### src/verilog/mipsCore_macros.svh
// widths, reset address and stage levels, included by the core RTL files
`ifndef MIPS_CORE_MACROS_SVH
`define MIPS_CORE_MACROS_SVH

// data path and address width
`define MIPS_XLEN 32

// first fetch address after reset
`define MIPS_RESET_PC 32'h0000_3000

// stage levels, used for result-ready and operand-need timing
`define LEVEL_D 3'd0
`define LEVEL_E 3'd1
`define LEVEL_M 3'd2
`define LEVEL_W 3'd3

`endif

### src/verilog/mipsPkg.sv
// shared encodings and decoded control struct, referenced by scoped name
package mipsPkg;

    typedef enum logic [5:0] {
        OP_SPECIAL = 6'h00,
        OP_J       = 6'h02,
        OP_JAL     = 6'h03,
        OP_BEQ     = 6'h04,
        OP_BNE     = 6'h05,
        OP_ADDIU   = 6'h09,
        OP_ORI     = 6'h0d,
        OP_LUI     = 6'h0f,
        OP_LW      = 6'h23,
        OP_SW      = 6'h2b
    } opcodeT;

    // function field of SPECIAL
    typedef enum logic [5:0] {
        FN_SLL  = 6'h00,
        FN_JR   = 6'h08,
        FN_ADDU = 6'h21,
        FN_SUBU = 6'h23,
        FN_AND  = 6'h24,
        FN_OR   = 6'h25,
        FN_SLT  = 6'h2a
    } functT;

    typedef enum logic [2:0] {ALU_ADD, ALU_SUB, ALU_AND, ALU_OR, ALU_SLT, ALU_SLL, ALU_LUI} aluOpT;
    typedef enum logic [1:0] {EXT_ZERO, EXT_SIGN, EXT_UPPER} extOpT;
    typedef enum logic [1:0] {BR_NONE, BR_COND, BR_JUMP, BR_REG} branchModeT;
    typedef enum logic [1:0] {WD_ALU, WD_MEM, WD_PC8} wdSelT;
    typedef enum logic [1:0] {FWD_NONE, FWD_FROM_M, FWD_FROM_W} fwdSelT;
    typedef enum logic [1:0] {WT_RT, WT_RD, WT_RA} wtSelT;  // destination register field

    typedef struct packed {
        branchModeT branchMode;
        logic       brNotEq;      // bne instead of beq
        extOpT      extOp;
        logic       aluSrcImm;    // b operand from immediate
        aluOpT      aluOp;
        logic       memWrite;
        logic       regWrite;
        wtSelT      wtSel;
        wdSelT      wdSel;
        logic [2:0] resultLevel;  // stage producing the result
    } ctrlT;

endpackage

### src/verilog/hazardIf.sv
// hazard unit operands and results, shared by the core and the hazard unit
interface hazardIf;
    logic [4:0]      dRsNum, dRtNum;
    logic            dUseRs, dUseRt;
    logic [2:0]      dUseAtRs, dUseAtRt;
    logic [4:0]      eRsNum, eRtNum;
    logic [4:0]      eDest;
    logic            eWe;
    logic [2:0]      eLevel;
    logic [4:0]      mRtNum;
    logic [4:0]      mDest;
    logic            mWe;
    logic [2:0]      mLevel;
    logic            mFwdOk;      // memory stage result is forwardable
    logic [4:0]      wNum;
    logic            wWe;
    logic            stall;
    mipsPkg::fwdSelT fwdDRs, fwdDRt, fwdERs, fwdERt, fwdMRt;

    modport core (
        output dRsNum, dRtNum, dUseRs, dUseRt, dUseAtRs, dUseAtRt,
        output eRsNum, eRtNum, eDest, eWe, eLevel,
        output mRtNum, mDest, mWe, mLevel, mFwdOk, wNum, wWe,
        input  stall, fwdDRs, fwdDRt, fwdERs, fwdERt, fwdMRt
    );
    modport unit (
        input  dRsNum, dRtNum, dUseRs, dUseRt, dUseAtRs, dUseAtRt,
        input  eRsNum, eRtNum, eDest, eWe, eLevel,
        input  mRtNum, mDest, mWe, mLevel, mFwdOk, wNum, wWe,
        output stall, fwdDRs, fwdDRt, fwdERs, fwdERt, fwdMRt
    );
endinterface

### src/verilog/controller.sv
// instruction decoder for the decode stage, gives control fields and operand timing
`include "mipsCore_macros.svh"

module controller (
    input  logic [31:0]   inst,
    output mipsPkg::ctrlT ctrl,
    output logic          useRs,
    output logic          useRt,
    output logic [2:0]    useAtRs,
    output logic [2:0]    useAtRt
);
    always_comb begin
        ctrl = '0;                      // no-op unless matched below
        ctrl.resultLevel = `LEVEL_E;
        useRs = 1'b0;
        useRt = 1'b0;
        useAtRs = `LEVEL_E;
        useAtRt = `LEVEL_E;
        case (mipsPkg::opcodeT'(inst[31:26]))
            mipsPkg::OP_SPECIAL: begin
                ctrl.wtSel = mipsPkg::WT_RD;
                ctrl.regWrite = 1'b1;
                useRs = 1'b1;
                useRt = 1'b1;
                case (mipsPkg::functT'(inst[5:0]))
                    mipsPkg::FN_ADDU: ctrl.aluOp = mipsPkg::ALU_ADD;
                    mipsPkg::FN_SUBU: ctrl.aluOp = mipsPkg::ALU_SUB;
                    mipsPkg::FN_AND:  ctrl.aluOp = mipsPkg::ALU_AND;
                    mipsPkg::FN_OR:   ctrl.aluOp = mipsPkg::ALU_OR;
                    mipsPkg::FN_SLT:  ctrl.aluOp = mipsPkg::ALU_SLT;
                    mipsPkg::FN_SLL: begin
                        ctrl.aluOp = mipsPkg::ALU_SLL;
                        useRs = 1'b0;               // shifts rt only
                    end
                    mipsPkg::FN_JR: begin
                        ctrl.regWrite = 1'b0;
                        ctrl.branchMode = mipsPkg::BR_REG;
                        useRt = 1'b0;
                        useAtRs = `LEVEL_D;         // target needed in decode
                    end
                    default: begin
                        ctrl.regWrite = 1'b0;
                        useRs = 1'b0;
                        useRt = 1'b0;
                    end
                endcase
            end
            mipsPkg::OP_J: ctrl.branchMode = mipsPkg::BR_JUMP;
            mipsPkg::OP_JAL: begin
                ctrl.branchMode = mipsPkg::BR_JUMP;
                ctrl.regWrite = 1'b1;
                ctrl.wtSel = mipsPkg::WT_RA;
                ctrl.wdSel = mipsPkg::WD_PC8;
                ctrl.resultLevel = `LEVEL_D;    // link value known at decode
            end
            mipsPkg::OP_BEQ, mipsPkg::OP_BNE: begin
                ctrl.branchMode = mipsPkg::BR_COND;
                ctrl.brNotEq = inst[26];        // bne differs in the low opcode bit
                ctrl.extOp = mipsPkg::EXT_SIGN;
                useRs = 1'b1;
                useRt = 1'b1;
                useAtRs = `LEVEL_D;
                useAtRt = `LEVEL_D;
            end
            mipsPkg::OP_ADDIU, mipsPkg::OP_ORI, mipsPkg::OP_LUI, mipsPkg::OP_LW: begin
                ctrl.aluSrcImm = 1'b1;
                ctrl.regWrite = 1'b1;
                useRs = inst[31:26] != mipsPkg::OP_LUI;
                case (mipsPkg::opcodeT'(inst[31:26]))
                    mipsPkg::OP_ORI: ctrl.aluOp = mipsPkg::ALU_OR;
                    mipsPkg::OP_LUI: ctrl.aluOp = mipsPkg::ALU_LUI;   // zero-extended imm
                    default:         ctrl.extOp = mipsPkg::EXT_SIGN;
                endcase
                if (inst[31:26] == mipsPkg::OP_LW) begin
                    ctrl.wdSel = mipsPkg::WD_MEM;
                    ctrl.resultLevel = `LEVEL_M;
                end
            end
            mipsPkg::OP_SW: begin
                ctrl.extOp = mipsPkg::EXT_SIGN;
                ctrl.aluSrcImm = 1'b1;
                ctrl.memWrite = 1'b1;
                useRs = 1'b1;
                useRt = 1'b1;
                useAtRt = `LEVEL_M;             // store data needed in memory
            end
            default: ;
        endcase
    end
endmodule

### src/verilog/regFile.sv
// 32 x 32 register file, written in writeback and read in decode
`include "mipsCore_macros.svh"

module regFile (
    input  logic                  clk,
    input  logic                  reset,
    input  logic [4:0]            rsNum,
    input  logic [4:0]            rtNum,
    output logic [`MIPS_XLEN-1:0] rsData,
    output logic [`MIPS_XLEN-1:0] rtData,
    input  logic                  wrEn,
    input  logic [4:0]            wrNum,
    input  logic [`MIPS_XLEN-1:0] wrData
);
    logic [`MIPS_XLEN-1:0] regs [32];

    // same-cycle write is visible to decode
    function automatic logic [`MIPS_XLEN-1:0] readPort(input logic [4:0] num);
        if (num == 5'd0)
            readPort = '0;
        else if (wrEn && wrNum == num)
            readPort = wrData;
        else
            readPort = regs[num];
    endfunction

    always_ff @(posedge clk) begin
        if (reset) begin
            for (int i = 0; i < 32; i++)
                regs[i] <= '0;
        end else if (wrEn && wrNum != 5'd0) begin
            regs[wrNum] <= wrData;
        end
    end

    assign rsData = readPort(rsNum);
    assign rtData = readPort(rtNum);
endmodule

### src/verilog/alu.sv
// integer ALU of the execute stage
`include "mipsCore_macros.svh"

module alu (
    input  logic [`MIPS_XLEN-1:0] a,
    input  logic [`MIPS_XLEN-1:0] b,
    input  logic [4:0]            shamt,
    input  mipsPkg::aluOpT        op,
    output logic [`MIPS_XLEN-1:0] result
);
    logic lessThan;

    assign lessThan = $signed(a) < $signed(b);

    always_comb begin
        case (op)
            mipsPkg::ALU_ADD: result = a + b;
            mipsPkg::ALU_SUB: result = a - b;
            mipsPkg::ALU_AND: result = a & b;
            mipsPkg::ALU_OR:  result = a | b;
            mipsPkg::ALU_SLT: result = {{(`MIPS_XLEN-1){1'b0}}, lessThan};
            mipsPkg::ALU_SLL: result = b << shamt;    // sll shifts rt
            mipsPkg::ALU_LUI: result = b << 16;
            default:          result = a + b;
        endcase
    end
endmodule

### src/verilog/hazardUnit.sv
// stall and forwarding decisions for the pipelined core
`include "mipsCore_macros.svh"

module hazardUnit (
    hazardIf.unit hz
);
    logic stallE, stallM;

    // operand waits on an in-flight producer that cannot deliver in time
    function automatic logic waitOn(
        input logic       inUse,
        input logic [4:0] num,
        input logic [2:0] useAt,
        input logic       we,
        input logic [4:0] dest,
        input logic [2:0] at,
        input logic [2:0] level
    );
        logic [2:0] ready;
        // earliest forward point is the memory stage
        ready = (level < `LEVEL_E) ? `LEVEL_E : level;
        waitOn = inUse && num != 5'd0 && we && dest == num && (at + useAt <= ready);
    endfunction

    // memory stage wins over writeback
    function automatic mipsPkg::fwdSelT pickSrc(input logic [4:0] num);
        if (num == 5'd0)
            pickSrc = mipsPkg::FWD_NONE;
        else if (hz.mFwdOk && hz.mDest == num)
            pickSrc = mipsPkg::FWD_FROM_M;
        else if (hz.wWe && hz.wNum == num)
            pickSrc = mipsPkg::FWD_FROM_W;
        else
            pickSrc = mipsPkg::FWD_NONE;
    endfunction

    assign stallE = waitOn(hz.dUseRs, hz.dRsNum, hz.dUseAtRs, hz.eWe, hz.eDest, `LEVEL_E,
                           hz.eLevel)
                 || waitOn(hz.dUseRt, hz.dRtNum, hz.dUseAtRt, hz.eWe, hz.eDest, `LEVEL_E,
                           hz.eLevel);
    assign stallM = waitOn(hz.dUseRs, hz.dRsNum, hz.dUseAtRs, hz.mWe, hz.mDest, `LEVEL_M,
                           hz.mLevel)
                 || waitOn(hz.dUseRt, hz.dRtNum, hz.dUseAtRt, hz.mWe, hz.mDest, `LEVEL_M,
                           hz.mLevel);
    assign hz.stall = stallE || stallM;

    assign hz.fwdDRs = pickSrc(hz.dRsNum);
    assign hz.fwdDRt = pickSrc(hz.dRtNum);
    assign hz.fwdERs = pickSrc(hz.eRsNum);
    assign hz.fwdERt = pickSrc(hz.eRtNum);

    // store data in memory only sees writeback
    assign hz.fwdMRt = (hz.mRtNum != 5'd0 && hz.wWe && hz.wNum == hz.mRtNum)
                     ? mipsPkg::FWD_FROM_W : mipsPkg::FWD_NONE;
endmodule

### src/verilog/mipsCore.sv
// five-stage MIPS core top, instruction and data memories connect outside
`include "mipsCore_macros.svh"

module mipsCore (
    input  logic                  clk,
    input  logic                  reset,
    output logic [`MIPS_XLEN-1:0] imemAddr,
    input  logic [`MIPS_XLEN-1:0] imemData,
    output logic [`MIPS_XLEN-1:0] dmemAddr,
    output logic [`MIPS_XLEN-1:0] dmemWdata,
    output logic                  dmemWe,
    input  logic [`MIPS_XLEN-1:0] dmemRdata,
    output logic                  wbEn,
    output logic [4:0]            wbNum,
    output logic [`MIPS_XLEN-1:0] wbData,
    output logic [`MIPS_XLEN-1:0] wbPc
);
    hazardIf hz();

    logic [`MIPS_XLEN-1:0] pc, branchTarget, fdPc, fdInst, dPc4;
    logic [`MIPS_XLEN-1:0] rfRs, rfRt, dRsVal, dRtVal, dImm;
    logic [`MIPS_XLEN-1:0] dePc, deRsVal, deRtVal, deImm, eRsVal, eRtVal, aluB, aluOut;
    logic [`MIPS_XLEN-1:0] emPc, emAlu, emRtVal, mPc8, mFwdData, mResult;
    logic [`MIPS_XLEN-1:0] mwPc, mwData;
    logic                  takeBranch, fdValid, deValid, emValid, mwValid, mwRegWrite;
    logic                  useRs, useRt;
    logic [2:0]            useAtRs, useAtRt;
    logic [4:0]            dDest, deRs, deRt, deShamt, deDest, emRt, emDest, mwNum;
    mipsPkg::ctrlT         dCtrl, deCtrl, emCtrl;

    function automatic logic [`MIPS_XLEN-1:0] fwdMux(
        input mipsPkg::fwdSelT       sel,
        input logic [`MIPS_XLEN-1:0] base,
        input logic [`MIPS_XLEN-1:0] fromM,
        input logic [`MIPS_XLEN-1:0] fromW
    );
        case (sel)
            mipsPkg::FWD_FROM_M: fwdMux = fromM;
            mipsPkg::FWD_FROM_W: fwdMux = fromW;
            default:             fwdMux = base;
        endcase
    endfunction

    // fetch, pc holds while decode waits
    assign imemAddr = pc;
    always_ff @(posedge clk) begin
        if (reset)
            pc <= `MIPS_RESET_PC;
        else if (!hz.stall)
            pc <= takeBranch ? branchTarget : pc + 32'd4;
    end

    always_ff @(posedge clk) begin
        if (reset)
            fdValid <= 1'b0;
        else if (!hz.stall)
            fdValid <= 1'b1;
    end
    always_ff @(posedge clk) begin
        if (!hz.stall) begin
            fdPc <= pc;
            fdInst <= imemData;
        end
    end

    // decode
    controller controller_i (
        .inst(fdInst), .ctrl(dCtrl),
        .useRs(useRs), .useRt(useRt), .useAtRs(useAtRs), .useAtRt(useAtRt)
    );
    regFile regFile_i (
        .clk(clk), .reset(reset),
        .rsNum(fdInst[25:21]), .rtNum(fdInst[20:16]),
        .rsData(rfRs), .rtData(rfRt),
        .wrEn(wbEn), .wrNum(mwNum), .wrData(mwData)
    );
    assign dRsVal = fwdMux(hz.fwdDRs, rfRs, mFwdData, mwData);
    assign dRtVal = fwdMux(hz.fwdDRt, rfRt, mFwdData, mwData);
    assign dPc4 = fdPc + 32'd4;

    always_comb begin
        case (dCtrl.extOp)
            mipsPkg::EXT_SIGN: dImm = {{16{fdInst[15]}}, fdInst[15:0]};
            default:           dImm = {16'h0000, fdInst[15:0]};
        endcase
        case (dCtrl.wtSel)
            mipsPkg::WT_RD: dDest = fdInst[15:11];
            mipsPkg::WT_RA: dDest = 5'd31;
            default:        dDest = fdInst[20:16];
        endcase
    end

    // branches resolve here, the delay slot is already in fetch
    always_comb begin
        takeBranch = 1'b0;
        branchTarget = dPc4 + {dImm[29:0], 2'b00};
        case (dCtrl.branchMode)
            mipsPkg::BR_COND: takeBranch = fdValid && ((dRsVal == dRtVal) != dCtrl.brNotEq);
            mipsPkg::BR_JUMP: begin
                takeBranch = fdValid;
                branchTarget = {dPc4[31:28], fdInst[25:0], 2'b00};
            end
            mipsPkg::BR_REG: begin
                takeBranch = fdValid;
                branchTarget = dRsVal;
            end
            default: ;
        endcase
    end

    // stall turns execute into a bubble
    always_ff @(posedge clk) begin
        deValid <= !reset && !hz.stall && fdValid;
        emValid <= !reset && deValid;
        mwValid <= !reset && emValid;
    end
    always_ff @(posedge clk) begin
        dePc <= fdPc;
        deRsVal <= dRsVal;
        deRtVal <= dRtVal;
        deImm <= dImm;
        deRs <= fdInst[25:21];
        deRt <= fdInst[20:16];
        deShamt <= fdInst[10:6];
        deDest <= dDest;
        deCtrl <= dCtrl;
        emPc <= dePc;
        emAlu <= aluOut;
        emRtVal <= eRtVal;
        emRt <= deRt;
        emDest <= deDest;
        emCtrl <= deCtrl;
        mwPc <= emPc;
        mwData <= mResult;
        mwNum <= emDest;
        mwRegWrite <= emCtrl.regWrite;
    end

    // execute
    assign eRsVal = fwdMux(hz.fwdERs, deRsVal, mFwdData, mwData);
    assign eRtVal = fwdMux(hz.fwdERt, deRtVal, mFwdData, mwData);
    assign aluB = deCtrl.aluSrcImm ? deImm : eRtVal;
    alu alu_i (.a(eRsVal), .b(aluB), .shamt(deShamt), .op(deCtrl.aluOp), .result(aluOut));

    // memory
    assign mPc8 = emPc + 32'd8;
    assign mFwdData = (emCtrl.wdSel == mipsPkg::WD_PC8) ? mPc8 : emAlu;
    assign mResult = (emCtrl.wdSel == mipsPkg::WD_MEM) ? dmemRdata : mFwdData;
    assign dmemAddr = emAlu;
    assign dmemWdata = fwdMux(hz.fwdMRt, emRtVal, mFwdData, mwData);
    assign dmemWe = emValid && emCtrl.memWrite;

    // writeback, r0 writes are dropped
    assign wbEn = mwValid && mwRegWrite && mwNum != 5'd0;
    assign wbNum = mwNum;
    assign wbData = mwData;
    assign wbPc = mwPc;

    assign hz.dRsNum = fdInst[25:21];
    assign hz.dRtNum = fdInst[20:16];
    assign hz.dUseRs = fdValid && useRs;
    assign hz.dUseRt = fdValid && useRt;
    assign hz.dUseAtRs = useAtRs;
    assign hz.dUseAtRt = useAtRt;
    assign hz.eRsNum = deRs;
    assign hz.eRtNum = deRt;
    assign hz.eDest = deDest;
    assign hz.eWe = deValid && deCtrl.regWrite;
    assign hz.eLevel = deCtrl.resultLevel;
    assign hz.mRtNum = emRt;
    assign hz.mDest = emDest;
    assign hz.mWe = emValid && emCtrl.regWrite;
    assign hz.mLevel = emCtrl.resultLevel;
    assign hz.mFwdOk = hz.mWe && emCtrl.resultLevel <= `LEVEL_E;  // loads not yet
    assign hz.wNum = mwNum;
    assign hz.wWe = wbEn;

    hazardUnit hazardUnit_i (.hz(hz.unit));
endmodule

### config.mk
export PLATFORM = sky130hd
export DESIGN_NAME = mipsCore
export DESIGN_NICKNAME = d
export VERILOG_FILES = /design/src/verilog/mipsPkg.sv /design/src/verilog/hazardIf.sv /design/src/verilog/controller.sv /design/src/verilog/regFile.sv /design/src/verilog/alu.sv /design/src/verilog/hazardUnit.sv /design/src/verilog/mipsCore.sv
export VERILOG_INCLUDE_DIRS = /design/src /design/src/verilog
export SDC_FILE = /design/constraint.sdc
export NUM_CORES = 2
export LEC_CHECK = 0
export BUFFER_PORTS_ARGS = -buffer_cell sky130_fd_sc_hd__buf_2
export CAP_MARGIN = 20
export CORE_MARGIN = 2
export CORE_UTILIZATION = 55
export DETAILED_ROUTE_END_ITERATION = 8
export HOLD_SLACK_MARGIN = 0.1
export PLACE_DENSITY = 0.72
export SLEW_MARGIN = 20
export SYNTH_ARGS = -nofsm -noshare
export SYNTH_HDL_FRONTEND = slang
export SYNTH_SLANG_ARGS = --single-unit
### constraint.sdc
create_clock -name clk -period 7.7 [get_ports clk]
set_input_delay 0.77 -clock clk [delete_from_list [all_inputs] [get_ports clk]]
set_output_delay 0.77 -clock clk [all_outputs]
set_load 0.05 [all_outputs]
# [After elaboration in Yosys (flattened, before gate mapping)]
# Memory sizes are Yosys's and may differ from the RTL's. A register that Yosys moved wholly into a read port is not among the register bits.
# Cells that the tools add are included.
[op_classes] n_addsub=10 n_lt_le_gt_ge=8 eq_ne=53 n_shift=1 n_mux=64 bitwise_logic=2 reduce_logical=64
[ops] op="$pmux W32 S2" count=6
[ops] op="$mux W32" count=9
[ops] op="$pmux W32 S6" count=1
[ops] op="$add A32 B3 Y32 const B" count=2
[ops] op="$add A32 B32 Y32" count=2
[ops] op="$eq A5 B5 Y1" count=11
[ops] op="$eq A6 B6 Y1 const B" count=7
[ops] op="$logic_and A1 B1 Y1" count=38
[ops] op="$add A32 B4 Y32 const B" count=1
[ops] op="$and A32 B32 Y32" count=1
[ops] op="$eq A32 B32 Y1" count=1
[ops] op="$lt A32 B32 Y1" count=1
[ops] op="$or A32 B32 Y32" count=1
[ops] op="$reduce_or A32 Y1" count=1
[ops] op="$shl A32 B5 Y32" count=1
[ops] op="$sub A32 B32 Y32" count=1
[ops] op="$mux W30" count=1
[ops] op="$mux W2" count=14
[ops] op="$eq A6 B4 Y1 const B" count=4
[ops] op="$logic_not A5 Y1" count=4
[ops] op="$pmux W5 S2" count=2
[ops] op="$reduce_bool A5 Y1" count=4
[ops] op="$eq A2 B1 Y1 const B" count=9
[ops] op="$eq A2 B2 Y1 const B" count=9
[ops] op="other kinds (32)" count=71
[totals] ff_bits=441 mem_bits_rw=1024 in_bits=66 output_inout_bits=167 wordCells=238 mem_count=1
[memory_table] name="regFile_i.regs" depth=32 word_bits=32 read_ports=2 rd_ports_with_merged_regs=2 write_ports=32 line="regFile.sv:15" text="logic [`MIPS_XLEN-1:0] regs [32];"

# [Depth between registers and ports, before layout]
[depth] ltp_word=14 depth_mapped=27 depth_no_buf=24

# [By module]
# A second synthesis with hierarchy kept.
[hier_totals] hier_cells=7148 hier_area_um2=82949.6
[modules_own_cells] mod="regFile" n_inst=1 cells_per_inst=3740 area_each_um2=54722.5 seq_area_each_um2=30749.5
[modules_own_cells] mod="mipsCore" n_inst=1 cells_per_inst=2133 area_each_um2=19416.1 seq_area_each_um2=9108.7
[modules_own_cells] mod="alu" n_inst=1 cells_per_inst=1043 area_each_um2=7180.6 seq_area_each_um2=0.0
[modules_own_cells] mod="hazardUnit" n_inst=1 cells_per_inst=153 area_each_um2=1097.3 seq_area_each_um2=0.0
[modules_own_cells] mod="controller" n_inst=1 cells_per_inst=79 area_each_um2=533.0 seq_area_each_um2=0.0

# [Worst setup path after synthesis]
# OpenSTA, ideal clock, no wires.
[synth_timing] path_kind="register to register" startpoint="register fdInst[27]" endpoint="register fdInst[0], enable pin" setup_ps=453 t_arrival_ps=6288 path_slack_ps=959 stages_incl_launch_ff=21 n_path_buf=6 period_less_slack_ps=6741 cell_sequence="edfxtp_1 -> clkbuf_1 -> or3_1 -> or4_1 -> or2_2 -> nor3_1 -> clkbuf_1 -> clkbuf_1 -> nor2_1 -> ha_1 -> a21oi_1 -> a21oi_1 -> nor4_1 -> nand4_1 -> nand2_1 -> a31oi_1 -> nor2b_1 -> clkbuf_1 -> clkinv_1 -> clkbuf_1 -> clkbuf_1"
[synth_via] elab_chain_len=10 elab_cells_between_ends=43 cone_classes="4 x add/sub; 4 x order compare; 8 x eq/ne; 4 x mux; 23 x reduce/logical"
[synth_rtl] element="start, declared" line="mipsCore.sv:20" text="logic [`MIPS_XLEN-1:0] pc, branchTarget, fdPc, fdInst, dPc4;"
[synth_rtl] element="start signal, assigned" line="mipsCore.sv:62" text="fdInst <= imemData;"
[synth_rtl] element="parallel branches: the longest is 9 deep, another holds $add A1 B2 Y3"
[synth_rtl] element="$logic_or A1 B1 Y1 (*)" line="hazardUnit.sv:45" text="assign hz.stall = stallE || stallM;"
# Mark *: on every way between the ends.
# A chain may end at the register's enable or synchronous reset.

# [Worst setup path in the final report]
[layout_timing] startpoint="register mwNum[0], in the netlist wbNum[0]" endpoint="register pc[16], in the netlist imemAddr[16]"
[layout_via] elab_chain_len=13 elab_cells_between_ends=28 cone_classes="8 x eq/ne; 15 x mux; 5 x reduce/logical"
[layout_rtl] element="start, declared" line="mipsCore.sv:28" text="logic [4:0] dDest, deRs, deRt, deShamt, deDest, emRt, emDest, mwNum;"
[layout_rtl] element="start signal, assigned" line="mipsCore.sv:135" text="mwNum <= emDest;"
[layout_rtl] element="$reduce_bool A5 Y1" line="mipsCore.sv:154" text="assign wbEn = mwValid && mwRegWrite && mwNum != 5'd0;"
[layout_rtl] element="$logic_and A1 B1 Y1" line="mipsCore.sv:154"
[layout_rtl] element="$logic_and A1 B1 Y1" line="regFile.sv:21, hazardUnit.sv:31"
[layout_rtl] element="$mux W2" line="hazardUnit.sv:31" text="else if (hz.wWe && hz.wNum == num)"
[layout_rtl] element="$mux W2" line="hazardUnit.sv:29" text="else if (hz.mFwdOk && hz.mDest == num)"
[layout_rtl] element="$mux W2" line="hazardUnit.sv:27" text="if (num == 5'd0)"
[layout_rtl] element="$eq A2 B2 Y1 or $eq A2 B1 Y1 (tied branches)" line="mipsCore.sv:37" text="case (sel)"
[layout_rtl] element="$pmux W32 S2" line="mipsCore.sv:37"
[layout_rtl] element="$eq A32 B32 Y1" line="mipsCore.sv:98" text="mipsPkg::BR_COND: takeBranch = fdValid && ((dRsVal == dRtVal) != dCtrl.brNotEq);"
[layout_rtl] element="$ne A1 B1 Y1" line="mipsCore.sv:98"
[layout_rtl] element="$logic_and A1 B1 Y1" line="mipsCore.sv:98"
[layout_rtl] element="$pmux W1 S2" line="mipsCore.sv:97" text="case (dCtrl.branchMode)"
[layout_rtl] element="$mux W32 (*)" line="mipsCore.sv:50" text="pc <= takeBranch ? branchTarget : pc + 32'd4;"
[layout_rtl] element="end signal, assigned" line="mipsCore.sv:48" text="pc <= `MIPS_RESET_PC;"
[layout_rtl] element="end signal, assigned" line="mipsCore.sv:50"
[layout_rtl] element="end, declared" line="mipsCore.sv:20"
# Every way passes the cells marked *; elsewhere a longest branch is shown, timed or not.

==> flow_metrics.tcl <==
set metrics [dict create \
    first_pass_grt_wire_length_mm 433.5 \
    setup-tns-final_ns 0 \
    ys_async_rst_share_pct 0 \
    ys_top_cells_by_area "edfxtp_1 41%, mux4_2 14%, dfxtp_1 9.1%, and2_1 6.2%, ha_1 2.2%" \
    cts_num_sinks 1453 \
    antenna_violations_before_repair 15 \
    pwr_density_cell_nw_per_um2 246.5 \
    timing.hold.worst.class "input port to register" \
    drtPass1Iterations 7 \
    dr.first_iter.drc_count 9051 \
    place.detailed.hpwl_mm 211.0 \
    timing.critical_path.to_type "register" \
    synth_top_cell_area_share_pct 40.61 \
    cts_hold_buffers 0 \
    fill_cells 11380 \
    chipHeight_um 386.5 \
    max-slew-margin-rel_pct 18.09 \
    postSynthRegisterBits 1453 \
    rsz_0062_raised_after_global_routing "false" \
    avgSynthCellArea_um2 12.03 \
    power.ir.vdd_worst_mv 0.2120 \
    pin_count_of_the_biggest_net_entering_global_routing 121 \
    grt.overflow.total 0 \
    ys_warn_count 0 \
    synth_top_cell_by_area "edfxtp_1" \
    synth.distinct_cells 103 \
    clock_tree.buffer_depth 3 \
    cap_viol_max_count 0 \
    route.vias.total 61870 \
    max_h_tree_level 4 \
    final_layout_size_suffix_gt1_share_pct 21.14 \
    cts_buffers 156 \
    fin_crit_ns 7.114 \
    syn_area_um2 80460 \
    placement_rows 140 \
    post_route_wl_mm 307.4 \
    clk_pin_slew_worst_paths_ns 0.06 \
    worstPathMaxFanout 26 \
    synth_common_cells "1088 x edfxtp_1, 798 x and2_1, 507 x mux4_2" \
    root_buffer "clkbuf_16" \
    track_usage_pct 40.48 \
    run_status "finished, final reports clean" \
    critPathKind "register to register" \
    synth-main-ff-cell "edfxtp_1" \
    ys_seq_area_share_pct 49.69 \
    drt-wirelength-per-cell_um 34.93 \
    timing.critical_path.arrival_ns 7.85 \
    max_clk_rate_mhz 140.6 \
    design_power_total_mw 21.98 \
    clock_insertion_delay_worst_skew_ns 0.83 \
    critical_path_required_ns 8.43 \
    netlist_instances 6689 \
    finalMaxSlewViolations 0 \
    postRouteAntennaNets 0 \
    gp_routability_congestion 1.051 \
    layout.area.seq_um2 40000 \
    dpl_worst_slack_ns 0.5018 \
    yosysMostFrequentCell "edfxtp_1" \
    numPlacedInstances 8513 \
    layout_setup_ws_ns 0.5859 \
    multi_input_area_um2 37840 \
    worstSetupStartpointType "register" \
    growth_of_design_area_from_synthesis_to_finish_pct 10.84 \
    synth_enable_flop_cells 1088 \
    timing.reg2reg.setup_slack_ns 0.59 \
    final.hold.worst_slack_ns 0.1169 \
    grt_pass1_vias 59250 \
    setup_viol_count_final 0 \
    placeableCoreArea_um2 145400 \
    route.detailed.drc 0 \
    die_width_um 386.5 \
    ios 233 \
    worst-slew-pin-transition_ns 1.216 \
    port_buffers 232 \
    tritoncts "built" \
    finalNetCount 6968 \
    hold_viol_final 0 \
    final.period_utilization_pct 92.39 \
    total_leakage_power_nw 33.25 \
    instances_no_fill 8800 \
    vias_per_cell 7.031 \
    die-area_um2 149400 \
    start_util_pct 55.34 \
    clock_skews_ns 0.05621 \
]
==> report_power, final <==
group | internal (mW) | switching (mW) | leakage (nW)
sequential | 8.85 | 0.484 | 14.3
combinational | 1.45 | 3.80 | 16.5
clock | 4.12 | 3.27 | 2.40
==> critical path: stages (launching register included) <==
cell and delay [ns]:
dfxtp_1 0.67, nor2_1 0.22, a21o_1 0.37, or3_1 0.44
or2_2 0.30, ha_1 0.52, o21a_1 0.33, o311ai_4 0.21
buf_6 0.22, buf_6 0.18, a21oi_1 0.56, a211oi_1 0.21
nor2_1 0.14, o21bai_1 0.12, a2bb2oi_1 0.64, nand4_2 0.40
mux2i_4 0.33, nor2_4 0.42, buf_12 0.24, buf_4 0.18
o211ai_1 0.09, a31oi_1 0.19
==> logic make-up (layout without fill, tap and decap cells) <==
| family | count (synthesis) | in the layout | synth area share, % |
|---|---|---|---|
| simple gates | 2167 | 2167 | 14.34 |
| flops | 1453 | 1453 | 49.69 |
| compound gates | 1246 | 1246 | 10.74 |
| buf+inv | 793 | 951 | 4.194 |
| mux | 732 | 732 | 17.10 |
| xor+xnor | 153 | 153 | 1.666 |
| fa+ha+maj | 144 | 144 | 2.267 |
| other cells | 1 | 37 | 0.004661 |
==> routing by layer <==
layer / global-route usage (%) / wire [um]
met4: 25.49 / 23010
met1: 50.98 / 106800
met2: 61.79 / 137900
met3: 11.52 / 39680
met5: 0 / 26
==> state kept, by name, summed over array words and instances, names as in the netlist, 5 cells and up, named ones only <==
name            flops
regFile_i.regs   1024
deRsVal            32
deImm              14
dmemAddr           32
emDest              5
emRtVal            32
wbPc               32
fdPc               32
fdInst             32
emPc               32
deCtrl              8
dePc               32
deRs                5
deDest              5
emRt                5
wbNum               5
deRt                5
deRtVal            32
imemAddr           32
wbData             32
==> path summary, 6_finish.rpt <==
| check | from | to | cells after the start |
|---|---|---|---|
| max | wbNum[0] | imemAddr[16] | 21 |
| min | imemData[0] | fdInst[0] | 1 |
| max reg2reg | wbNum[0] | imemAddr[16] | 21 |
| min reg2reg | dePc[16] | emPc[16] | 0 |
==> through the flow <==
stage / util [%] / cell area [um2]
detailed placement: 57.92 / 84210
CTS: 61.30 / 89120
global placement: 57.90 / 84180
floorplan: - / 80570
finish: 61.34 / 89180
global route: 61.33 / 89160
==> cell usage in the layout (no fill, tap or decap), types with 26 or more instances in the layout <==
master,Yosys,layout
nand2b_1,43,43
edfxtp_1,1088,1088
o211ai_1,48,48
nor2b_1,44,36
xor2_1,63,63
a211oi_1,47,46
xnor2_1,90,90
nand3_1,98,95
a22oi_1,173,173
a21oi_1,228,228
o21ai_0,265,232
buf_2,72,231
a221oi_1,55,55
nand2_1,338,337
ha_1,141,141
conb_1,1,32
clkinv_1,4,26
o21ai_4,0,31
a221o_1,44,44
mux2_2,61,61
nor3_1,307,305
clkinv_2,0,26
o22ai_1,30,30
mux2i_1,163,163
nor2_1,337,305
mux4_2,507,507
or3_1,42,42
a31oi_1,38,38
and3_1,37,37
dfxtp_1,365,356
and2_1,798,796
buf_4,26,243
clkbuf_1,449,35
a22o_1,26,26
a21o_1,35,35
inv_1,172,169
clkbuf_16,0,159
nand4_1,29,29
==> layout make-up <==
class                      instances  area share, %
timing repair buffer             495          3.756
sequential                      1453          44.86
antenna                            5        0.01403
clock buffer                     207          4.800
inverter                         178         0.7534
multi-input combinational       4474          42.43
clock inverter                    71         0.7001
tap                             1917          2.690
==> timing repair <==
item,4_1_cts,5_1_grt
hold endpoints to repair,0,0
resized for setup,0,1
buffers inserted,0,1
endpoints found under the setup margin,0,2
No activity file was read; power rests on OpenSTA's default activity.
